### src/include/decode_defines.svh
// ====================
// Sizing macros for the decode stage
// IN_DEPTH must stay a power of two because the queue pointers wrap
// by overflow, and the fetch line is always LINE_WORDS whole words
// ====================
`ifndef DECODE_DEFINES_SVH
`define DECODE_DEFINES_SVH

// Fetch line geometry
`define LINE_WORDS 4
`define WORD_BITS 32
`define LINE_BITS 128

// Input queue depth, equal to the credits the fetch side starts with
`define IN_DEPTH 2

// Credits granted by the rename stage after reset
`define OUT_CREDITS 4

// Registers from this number upward belong to supervisor mode
`define PRIV_REG_BASE 24

`endif

### src/source/isa_pkg.sv
// ====================
// Instruction set encoding for the load/store core
// Only the integer, memory and compare-branch opcodes exist here
// ====================
package isa_pkg;

	// Privilege level that the fetch unit tags on every line
	typedef enum logic {
		MODE_USER  = 1'b0,
		MODE_SUPER = 1'b1
	} op_mode_t;

	// Major opcodes, low seven bits of every instruction word
	typedef enum logic [6:0] {
		OP_NOP   = 7'h00,
		OP_ADD   = 7'h01,
		OP_AND   = 7'h02,
		OP_OR    = 7'h03,
		OP_MUL   = 7'h04,
		OP_DIV   = 7'h05,
		// Add with a constant held elsewhere in the line
		OP_ADDC  = 7'h06,
		OP_LOAD  = 7'h07,
		// Load whose address constant is held elsewhere in the line
		OP_LOADC = 7'h08,
		OP_STORE = 7'h09,
		OP_BEQ   = 7'h0a
	} opcode_t;

	// Register form, up to three sources and one destination
	typedef struct packed {
		logic [4:0] fn;
		logic [4:0] rs3;
		logic [4:0] rs2;
		logic [4:0] rs1;
		logic [4:0] rd;
		opcode_t    opcode;
	} r_fmt_t;

	// Constant form, cpos names the line word that holds the constant
	// and cwide extends it into word cpos+1
	typedef struct packed {
		logic [11:0] spare;
		logic        cwide;
		logic [1:0]  cpos;
		logic [4:0]  rs1;
		logic [4:0]  rd;
		opcode_t     opcode;
	} c_fmt_t;

	// The same word seen through either format
	// OP_ADDC and OP_LOADC go through c, everything else through r
	typedef union packed {
		r_fmt_t r;
		c_fmt_t c;
	} instr_word_u;

endpackage

### src/source/decode_pkg.sv
// ====================
// Bundles passed between fetch, decode and rename
// Field order inside the structs is part of the interface
// ====================
`include "decode_defines.svh"

package decode_pkg;

	// Fault reported with a decoded instruction, FLT_NONE must stay zero
	typedef enum logic [1:0] {
		FLT_NONE     = 2'd0,
		FLT_BADREG   = 2'd1,
		FLT_BADCONST = 2'd2,
		FLT_BADOP    = 2'd3
	} fault_t;

	// One fetch line plus the word index of the instruction to decode
	typedef struct packed {
		logic [`LINE_BITS-1:0] line;
		logic [1:0]            slot;
		isa_pkg::op_mode_t     mode;
		// Reserved, the fetch unit drives zero
		logic [1:0]            spare;
	} fetch_item_t;

	// Everything rename needs to know about one instruction
	typedef struct packed {
		isa_pkg::instr_word_u     instr;
		logic [4:0]               rd;
		logic [4:0]               rs1;
		logic [4:0]               rs2;
		logic [4:0]               rs3;
		logic                     rdz;
		logic                     rs1z;
		logic                     rs2z;
		logic                     rs3z;
		logic                     alu;
		logic                     mul;
		logic                     div;
		logic                     load;
		logic                     store;
		logic                     branch;
		logic                     nop;
		logic                     mem;
		logic                     has_imm;
		logic [2*`WORD_BITS-1:0]  imm;
		logic [`LINE_WORDS-1:0]   nop_mask;
		fault_t                   cause;
	} decode_bus_t;

endpackage

### src/source/decode_const.sv
// ====================
// Constant extraction from the fetch line
// A 64-bit constant is stored low word first in cpos and cpos+1
// ====================
`timescale 1ns/1ns
`include "decode_defines.svh"

module decode_const (
	input  isa_pkg::instr_word_u       instr,
	input  logic [`LINE_BITS-1:0]      line,
	input  logic [1:0]                 slot,
	output logic                       has_imm,
	output logic [2*`WORD_BITS-1:0]    imm,
	output logic [`LINE_WORDS-1:0]     nop_mask,
	output logic                       fault
);

	logic                   is_const;
	logic [1:0]             lo_pos;
	logic [1:0]             hi_pos;
	logic                   wide;
	logic [`WORD_BITS-1:0]  lo_word;
	logic [`WORD_BITS-1:0]  hi_word;

	// Only the two constant opcodes carry a constant, and for them
	// the word is read through the constant view
	assign is_const = (instr.c.opcode == isa_pkg::OP_ADDC) ||
		(instr.c.opcode == isa_pkg::OP_LOADC);
	assign has_imm = is_const;

	assign lo_pos = instr.c.cpos;
	// Wraps to 0 for cpos 3, which is caught as a fault below
	assign hi_pos = instr.c.cpos + 2'd1;
	assign wide   = instr.c.cwide;

	assign lo_word = line[lo_pos*`WORD_BITS +: `WORD_BITS];
	assign hi_word = line[hi_pos*`WORD_BITS +: `WORD_BITS];

	// ====================
	// Placement checks
	// ====================
	// The constant may not overlap the instruction itself, and a wide
	// constant starting at the last word would leave the line
	always_comb begin
		fault = 1'b0;
		if (is_const) begin
			if (lo_pos == slot)
				fault = 1'b1;
			if (wide && (lo_pos == 2'd3))
				fault = 1'b1;
			if (wide && (hi_pos == slot))
				fault = 1'b1;
		end
	end

	// ====================
	// Value and no-op mask
	// ====================
	always_comb begin
		imm      = '0;
		nop_mask = '0;
		if (is_const && !fault) begin
			// Narrow constants are zero extended
			if (wide)
				imm = {hi_word, lo_word};
			else
				imm = {{`WORD_BITS{1'b0}}, lo_word};
			// Fetch must skip the constant words as instructions
			nop_mask[lo_pos] = 1'b1;
			if (wide)
				nop_mask[hi_pos] = 1'b1;
		end
	end

endmodule

### src/source/decode_regs.sv
// ====================
// Register specifier decode and privilege check
// Constant-form words have no rs2 or rs3 and report them as register 0
// ====================
`timescale 1ns/1ns
`include "decode_defines.svh"

module decode_regs (
	input  isa_pkg::instr_word_u  instr,
	input  isa_pkg::op_mode_t     mode,
	input  logic                  has_imm,
	output logic [4:0]            rd,
	output logic [4:0]            rs1,
	output logic [4:0]            rs2,
	output logic [4:0]            rs3,
	output logic                  rdz,
	output logic                  rs1z,
	output logic                  rs2z,
	output logic                  rs3z,
	output logic                  fault
);

	logic rd_priv;
	logic rs1_priv;
	logic rs2_priv;
	logic rs3_priv;

	// rd and rs1 sit at the same bits in both formats
	assign rd  = instr.r.rd;
	assign rs1 = instr.r.rs1;
	// Constant-form bits above rs1 are cpos and cwide, not registers
	assign rs2 = has_imm ? 5'd0 : instr.r.rs2;
	assign rs3 = has_imm ? 5'd0 : instr.r.rs3;

	assign rdz  = (rd  == 5'd0);
	assign rs1z = (rs1 == 5'd0);
	assign rs2z = (rs2 == 5'd0);
	assign rs3z = (rs3 == 5'd0);

	// Upper registers are reserved for supervisor code
	assign rd_priv  = (rd  >= 5'(`PRIV_REG_BASE));
	assign rs1_priv = (rs1 >= 5'(`PRIV_REG_BASE));
	assign rs2_priv = (rs2 >= 5'(`PRIV_REG_BASE));
	assign rs3_priv = (rs3 >= 5'(`PRIV_REG_BASE));

	// Unused specifiers are already forced to 0 and never trip the check
	assign fault = (mode == isa_pkg::MODE_USER) &&
		(rd_priv || rs1_priv || rs2_priv || rs3_priv);

endmodule

### src/source/decode_class.sv
// ====================
// Operation class decode
// Every opcode lands in exactly one class, unknown ones become nop
// ====================
`timescale 1ns/1ns

module decode_class (
	input  isa_pkg::opcode_t  opcode,
	output logic              alu,
	output logic              mul,
	output logic              div,
	output logic              load,
	output logic              store,
	output logic              branch,
	output logic              nop,
	output logic              mem,
	output logic              fault
);

	always_comb begin
		alu    = 1'b0;
		mul    = 1'b0;
		div    = 1'b0;
		load   = 1'b0;
		store  = 1'b0;
		branch = 1'b0;
		nop    = 1'b0;
		fault  = 1'b0;
		case (opcode)
			// Single cycle integer ops, the constant add included
			isa_pkg::OP_ADD,
			isa_pkg::OP_AND,
			isa_pkg::OP_OR,
			isa_pkg::OP_ADDC:
				alu = 1'b1;
			isa_pkg::OP_MUL:
				mul = 1'b1;
			isa_pkg::OP_DIV:
				div = 1'b1;
			// Both load forms go to the load unit
			isa_pkg::OP_LOAD,
			isa_pkg::OP_LOADC:
				load = 1'b1;
			isa_pkg::OP_STORE:
				store = 1'b1;
			isa_pkg::OP_BEQ:
				branch = 1'b1;
			isa_pkg::OP_NOP:
				nop = 1'b1;
			default: begin
				// Undefined encoding, pass it on harmlessly and flag it
				nop   = 1'b1;
				fault = 1'b1;
			end
		endcase
	end

	// Memory ops share the address path in rename
	assign mem = load | store;

endmodule

### src/source/instr_decoder.sv
// ====================
// Instruction decoder with one output register
// Sub-decoders are combinational, the bus updates only when en is high
// Faulted instructions are passed on with their decoded class
// ====================
`timescale 1ns/1ns
`include "decode_defines.svh"

module instr_decoder (
	input  logic                      clk,
	input  logic                      rst,
	input  logic                      en,
	input  decode_pkg::fetch_item_t   item,
	output logic                      out_valid,
	output decode_pkg::decode_bus_t   dbo
);

	isa_pkg::instr_word_u     instr;
	decode_pkg::decode_bus_t  db;
	logic                     const_fault;
	logic                     reg_fault;
	logic                     op_fault;

	// Pick the instruction word addressed by the slot
	assign instr    = item.line[item.slot*`WORD_BITS +: `WORD_BITS];
	assign db.instr = instr;

	decode_const u_const (
		.instr    (instr),
		.line     (item.line),
		.slot     (item.slot),
		.has_imm  (db.has_imm),
		.imm      (db.imm),
		.nop_mask (db.nop_mask),
		.fault    (const_fault)
	);

	// Constant-form words are recognised by has_imm from the constant decoder
	decode_regs u_regs (
		.instr   (instr),
		.mode    (item.mode),
		.has_imm (db.has_imm),
		.rd      (db.rd),
		.rs1     (db.rs1),
		.rs2     (db.rs2),
		.rs3     (db.rs3),
		.rdz     (db.rdz),
		.rs1z    (db.rs1z),
		.rs2z    (db.rs2z),
		.rs3z    (db.rs3z),
		.fault   (reg_fault)
	);

	decode_class u_class (
		.opcode (instr.r.opcode),
		.alu    (db.alu),
		.mul    (db.mul),
		.div    (db.div),
		.load   (db.load),
		.store  (db.store),
		.branch (db.branch),
		.nop    (db.nop),
		.mem    (db.mem),
		.fault  (op_fault)
	);

	// An unknown opcode makes the other checks meaningless, so it wins
	assign db.cause = op_fault  ? decode_pkg::FLT_BADOP :
		reg_fault   ? decode_pkg::FLT_BADREG :
		const_fault ? decode_pkg::FLT_BADCONST : decode_pkg::FLT_NONE;

	// ====================
	// Output register
	// ====================
	always_ff @(posedge clk) begin
		if (rst) begin
			out_valid <= 1'b0;
			// Idle bus looks like a nop writing register 0
			dbo       <= '0;
			dbo.nop   <= 1'b1;
			dbo.rdz   <= 1'b1;
			dbo.cause <= decode_pkg::FLT_NONE;
		end else begin
			out_valid <= en;
			if (en)
				dbo <= db;
		end
	end

endmodule

### src/source/decode_stage.sv
// ====================
// Decode stage top with credit flow control on both sides
// The sender must hold a credit before asserting in_valid, items are
// never refused and leave in arrival order
// ====================
`timescale 1ns/1ns
`include "decode_defines.svh"

module decode_stage (
	input  logic                      clk,
	input  logic                      rst,
	input  logic                      in_valid,
	input  decode_pkg::fetch_item_t   in_item,
	output logic                      in_credit,
	output logic                      out_valid,
	output decode_pkg::decode_bus_t   out_bus,
	input  logic                      out_credit
);

	decode_pkg::fetch_item_t              q_mem [`IN_DEPTH];
	logic [$clog2(`IN_DEPTH)-1:0]         wr_ptr;
	logic [$clog2(`IN_DEPTH)-1:0]         rd_ptr;
	logic [$clog2(`IN_DEPTH+1)-1:0]       q_count;
	logic [$clog2(`OUT_CREDITS+1)-1:0]    out_cred;
	logic                                 dec_en;

	// Decode one item whenever there is one and rename can take it
	assign dec_en = (q_count != '0) && (out_cred != '0);

	// ====================
	// Input queue
	// ====================
	// Storage holds payload only, validity is tracked by q_count
	always_ff @(posedge clk) begin
		if (in_valid)
			q_mem[wr_ptr] <= in_item;
	end

	// Pointers wrap naturally since the depth is a power of two
	always_ff @(posedge clk) begin
		if (rst) begin
			wr_ptr  <= '0;
			rd_ptr  <= '0;
			q_count <= '0;
		end else begin
			if (in_valid)
				wr_ptr <= wr_ptr + 1'b1;
			if (dec_en)
				rd_ptr <= rd_ptr + 1'b1;
			case ({in_valid, dec_en})
				2'b10:   q_count <= q_count + 1'b1;
				2'b01:   q_count <= q_count - 1'b1;
				default: q_count <= q_count;
			endcase
		end
	end

	// Every pop frees one entry, handed back to fetch a cycle later
	always_ff @(posedge clk) begin
		if (rst)
			in_credit <= 1'b0;
		else
			in_credit <= dec_en;
	end

	// ====================
	// Output credits
	// ====================
	// A returned credit and a spent one in the same cycle cancel out
	always_ff @(posedge clk) begin
		if (rst) begin
			out_cred <= ($bits(out_cred))'(`OUT_CREDITS);
		end else begin
			case ({out_credit, dec_en})
				2'b10:   out_cred <= out_cred + 1'b1;
				2'b01:   out_cred <= out_cred - 1'b1;
				default: out_cred <= out_cred;
			endcase
		end
	end

	// Queue head goes straight into the decoder
	instr_decoder u_decoder (
		.clk       (clk),
		.rst       (rst),
		.en        (dec_en),
		.item      (q_mem[rd_ptr]),
		.out_valid (out_valid),
		.dbo       (out_bus)
	);

endmodule

### config.mk
export PLATFORM = sky130hd
export DESIGN_NAME = decode_stage
export DESIGN_NICKNAME = d
export VERILOG_FILES = /design/src/source/isa_pkg.sv /design/src/source/decode_pkg.sv /design/src/source/decode_const.sv /design/src/source/decode_regs.sv /design/src/source/decode_class.sv /design/src/source/instr_decoder.sv /design/src/source/decode_stage.sv
export VERILOG_INCLUDE_DIRS = /design/src /design/src/include
export SDC_FILE = /design/constraint.sdc
export NUM_CORES = 1
export LEC_CHECK = 0
export BUFFER_PORTS_ARGS = -buffer_cell sky130_fd_sc_hd__buf_4
export CAP_MARGIN = 10
export CORE_ASPECT_RATIO = 0.6
export CORE_MARGIN = 4
export CORE_UTILIZATION = 30
export CTS_CLUSTER_SIZE = 12
export DETAILED_ROUTE_END_ITERATION = 6
export PLACE_DENSITY_LB_ADDON = 0.3
export SYNTH_ARGS = -nofsm -noshare
export SYNTH_HDL_FRONTEND = slang
export SYNTH_HIERARCHICAL = 1
export SYNTH_SLANG_ARGS = --single-unit
export TNS_END_PERCENT = 50
### constraint.sdc
create_clock -name clk -period 7.8 [get_ports clk]
set_input_delay 1.56 -clock clk [delete_from_list [all_inputs] [get_ports clk]]
set_output_delay 1.56 -clock clk [all_outputs]
set_load 0.05 [all_outputs]
# Yosys cells after proc, flatten, opt, wreduce, memory -nomap -nowiden
# Memory sizes are Yosys's and may differ from the RTL's. A register that Yosys moved wholly into a read port is not among the register bits.
# Cells that the tools add are included.
[word_totals] word_cells=120 mem_bits_rw=266 reg_bits=143 n_memories=1 output_inout_bits=137 input_bits=137
[memory_table] memory="q_mem" depth=2 width=133 rd=1 rd_ports_with_merged_regs=1 write_ports=1 line="decode_stage.sv:20" rtl="decode_pkg::fetch_item_t q_mem [`IN_DEPTH];"
[classes] shift=3 eq_ne=17 n_addsub=7 n_reduce_logical=25 magnitude_cmp=8 bitwise_logic=3 mux=30
[ops] operator="indexed part select 128 x 8 -> 32 bit" count=3
[ops] operator="2-to-1 mux 64 bit" count=2
[ops] operator="equality test 7 x 3 -> 1 bit (second input constant)" count=4
[ops] operator="equality test 7 x 4 -> 1 bit (second input constant)" count=3
[ops] operator=">= comparator 5 bit (second input constant)" count=4
[ops] operator="zero test 5 bit" count=4
[ops] operator="2-to-1 mux 1 bit" count=17
[ops] operator="equality test 7 x 2 -> 1 bit (second input constant)" count=2
[ops] operator="OR reduction 11 bit" count=1
[ops] operator="2-to-1 mux 5 bit" count=2
[ops] operator="OR reduction 10 bit" count=1
[ops] operator="2-to-1 mux 4 bit" count=2
[ops] operator="equality test 7 x 1 -> 1 bit (second input constant)" count=1
[ops] operator="logical AND 1 bit" count=7
[ops] operator="zero test 7 bit" count=1
[ops] operator="equality test 2 bit (second input constant)" count=3
[ops] operator="< comparator 2 x 3 -> 1 bit (second input constant)" count=2
[ops] operator="2-to-1 mux 2 bit" count=3
[ops] operator="case mux 3 bit (2 select lines)" count=1
[ops] operator="nonzero test 2 bit" count=3
[ops] operator="adder 2 x 1 -> 2 bit (second input constant)" count=2
[ops] operator="demux 1 bit (select 2 bit)" count=2
[ops] operator="equality test 2 x 1 -> 1 bit (second input constant)" count=2
[ops] operator="equality test 2 bit" count=2
[ops] operator="14 further kinds" count=19

# Longest topological paths before layout
[depth] ltp_word=10 mapped_depth=20 depth_no_buf=10

# Hierarchy
# Netlist, hierarchy kept.
[modules_own_cells] mod="decode_stage" seq_area_each_um2=8167.8 n_inst=1 area_each_um2=10236.1 cells_per_inst=457
[modules_own_cells] mod="instr_decoder" seq_area_each_um2=2722.6 n_inst=1 area_each_um2=6142.1 cells_per_inst=557
[modules_own_cells] mod="decode_const" seq_area_each_um2=0.0 n_inst=1 area_each_um2=2491.1 cells_per_inst=196
[modules_own_cells] mod="decode_regs" seq_area_each_um2=0.0 n_inst=1 area_each_um2=239.0 cells_per_inst=33
[modules_own_cells] mod="decode_class" seq_area_each_um2=0.0 n_inst=1 area_each_um2=185.2 cells_per_inst=25

# Worst setup path before layout
# Ideal clock, no wire load.
[synth_path] kind="input to register" from="input port in_valid" to="memory q_mem[0][0] (netlist bit), enable pin" setup_slack_ns=-0.019 cell_stages=2 t_required_ns=7.169 path_buffers=0 arrival_time_ns=7.188 cell_sequence="inv_1 nor2_1"
[synth_via] elab_chain_len=2
[synth_rtl] element="from (decl)" line="decode_stage.sv:12" rtl="input logic in_valid,"
[synth_rtl] element="2-to-1 mux 1 bit" line="decode_stage.sv:35" rtl="if (in_valid)"
[synth_rtl] element="2-to-1 mux 1 bit (implied by the code)" line="decode_stage.sv:36" rtl="q_mem[wr_ptr] <= in_item;"
[synth_rtl] element="to (decl)" line="decode_stage.sv:20"
# No other way between the ends.

==> impl_metrics.yaml <==
timing:
  maxSlewViolCount: 0
  setup_tns_ns: 0
  tightest_slew_ns: 1.09
  min_period_ns: 4.69
  slew_headroom_pct: 27.5
  period_share_pct: 60.2
  rsz0062_at_grt: "no"
  setup_violations: 0
  hold_viol: 0
  fin_worst_skew_ns: 0.0195
  fmax_ghz: 0.213
cts:
  clk_pin_slew_ns: 0.06
  clock_sinks: 407
  cts.repair.resized: 0
  h-tree-depth: 2
  clock_path_buffers: 3
  clk-insertion-delay-late_ns: 0.57
  cts_buffers: 44
  cts_tree: "built"
  postCtsSetupBuffers: 0
  clk_root_buffer_cell: "clkbuf_16"
  postCtsHoldBufs: 0
global_route:
  grt_pass1_wl_mm: 81.3
  gr-total-overflow: 0
  grt_max_degree: 73
  antenna_found_initial: 0
  grt_pass1_vias: 12300
  grt.total_usage_pct: 16.0
worst_setup_path:
  cpMostUsedCell: "buf_4"
  arrival_ns: 5.10
  worstPathCellList: "buf_4 > mux2_2 > mux2i_1 > mux2i_4 > buf_4 > buf_4 > mux4_2 > nor4b_1 > mux2i_1 > nor2_1"
  max_stage_delay_ns: 0.73
  start_kind: "flop"
  crit_buf_inv: 3
  crit_fanout: 30
  critPathSlowestCell: "mux2i_4"
  cp_top_family: "multiplexers"
  worstSetupEndpointType: "flop"
  required_ns: 8.20
  crit_type: "flop to flop"
placed_design:
  io_buffer_count: 271
  hpwlAfterDp_mm: 35.5
  gp_congestion: 0.706
detailed_routing:
  drt_drc_violations_left: 0
  drt_iter0_markers: 817
  dr_total_vias: 11700
  drt_wl_total_mm: 55.6
  first_pass_iters: 5
  wl_per_cell_um: 23.6
  antenna_left: 0
  viasPerCell: 4.98
power:
  clock_power_share_pct: 23.8
  p_sw_mw: 3.28
  internal_power_mw: 5.16
  max-vdd-ir-drop_mv: 0.186
  p_seq_share_pct: 31.9
  combPwrFrac_pct: 44.3
  switching_share_pct: 38.8
  powerDensity_mw_per_mm2: 365
  p_leak_nw: 8.58
layout:
  multi_input_area_mm2: 0.00768
  seq_area_mm2: 0.0108
  fillCellCount: 5958
  area_delta_synth_final_pct: 21.2
  nNetsFinal: 1630
  layout-drive-gt1-share_pct: 42.6
  fin_util_pct: 36.9
floorplanning:
  die-area_mm2: 0.0679
  dieHeight_um: 203
  start_util_pct: 30.4
  die_w_um: 334
  io_pins: 274
  core_mm2: 0.0628
  num_rows: 71
status:
  status: "finished, final reports clean"
synth:
  synth_area_per_cell_um2: 15.2
  syn-num-nets: 1403
  synth_area_mm2: 0.0191
  synthCells: 1257
  synth_warnings: 6
min_path:
  hp-start: "u_decoder/dbo[75]$_SDFFE_PP0P_"
  hp-class: "flop to flop"
job:
  maxCapViolCount: 0
==> power by group through the flow <==
stage / Clock (mW) / Combinational, mW / Sequential, mW
after floorplan: 0 / 2.32 / 3.17
after global placement: 0 / 3.71 / 2.73
after detailed placement: 0 / 3.75 / 2.74
after CTS: 2.08 / 3.77 / 2.70
after global routing: 2.17 / 3.96 / 2.72
final: 2.01 / 3.74 / 2.70
==> final cells by class <==
cell class | count | share of cell area (%)
diodes | 1 | 0.0108
clock inverters | 9 | 0.238
well taps | 839 | 4.53
flip-flops and latches | 407 | 46.5
multi-input cells | 721 | 33.2
repair buffers | 298 | 9.66
inverters | 12 | 0.216
clock buffers | 71 | 5.63
==> per-stage QoR <==
stage	instances	cell area, um^2	hold slack, ns	worst slack [ns]	total power, mW
2_1_floorplan	1257	19100	0.469	0.0687	5.49
3_3_place_gp	2277	21800	0.477	3.12	6.44
3_5_place_dp	2277	21800	0.491	3.01	6.49
4_1_cts	2357	23200	0.505	2.98	8.54
5_1_grt	2357	23200	0.517	2.71	8.85
6_report	2358	23200	0.498	3.11	8.44
==> routing by layer <==
metal | GRT usage (%) | vias up | part of all wire (%)
met2 | 25.4 | 340 | 46
met1 | 22.6 | 6029 | 47
li1 | - | 5304 | -
met4 | 3.29 | 0 | 1.5
met3 | 3.45 | 63 | 5.8
met5 | 0 | - | 0
==> flip-flops by register name (all words and copies together) (netlist names), named ones only <==
register / flops
u_decoder/dbo: 135
wr_ptr: 1
in_credit: 1
q_count: 2
u_decoder/out_valid: 1
rd_ptr: 1
q_mem: 262
out_cred: 3
==> worst paths after layout <==
path,cells past startpoint,to,slack [ns]
max,10,u_decoder/dbo[44]$_SDFFE_PP0P_,3.11
min,2,u_decoder/dbo[75]$_SDFFE_PP0P_,0.50
max reg2reg,10,u_decoder/dbo[44]$_SDFFE_PP0P_,3.11
min reg2reg,2,u_decoder/dbo[75]$_SDFFE_PP0P_,0.50
==> worst register-to-register path: cells and delay by family (launching register included) <==
| family | cells | cell delay, ns |
|---|---|---|
| flops | 1 | 0.53 |
| buf+inv | 3 | 1.80 |
| simple gates | 2 | 0.23 |
| mux | 5 | 1.99 |
==> placed cells by master (no fill, tap or decap), drive strengths merged, types with 6 or more instances in the layout <==
master / instances
edfxtp: 262
clkinv: 8
nor2b: 13
nor2: 114
dfxtp: 145
or3b: 35
nor4b: 63
ha: 8
o221ai: 32
buf: 298
mux2i: 190
o21ai: 6
mux2: 131
inv: 13
nor4: 9
a21oi: 7
clkbuf: 71
mux4: 64
No activity file was read; power rests on OpenSTA's default activity.
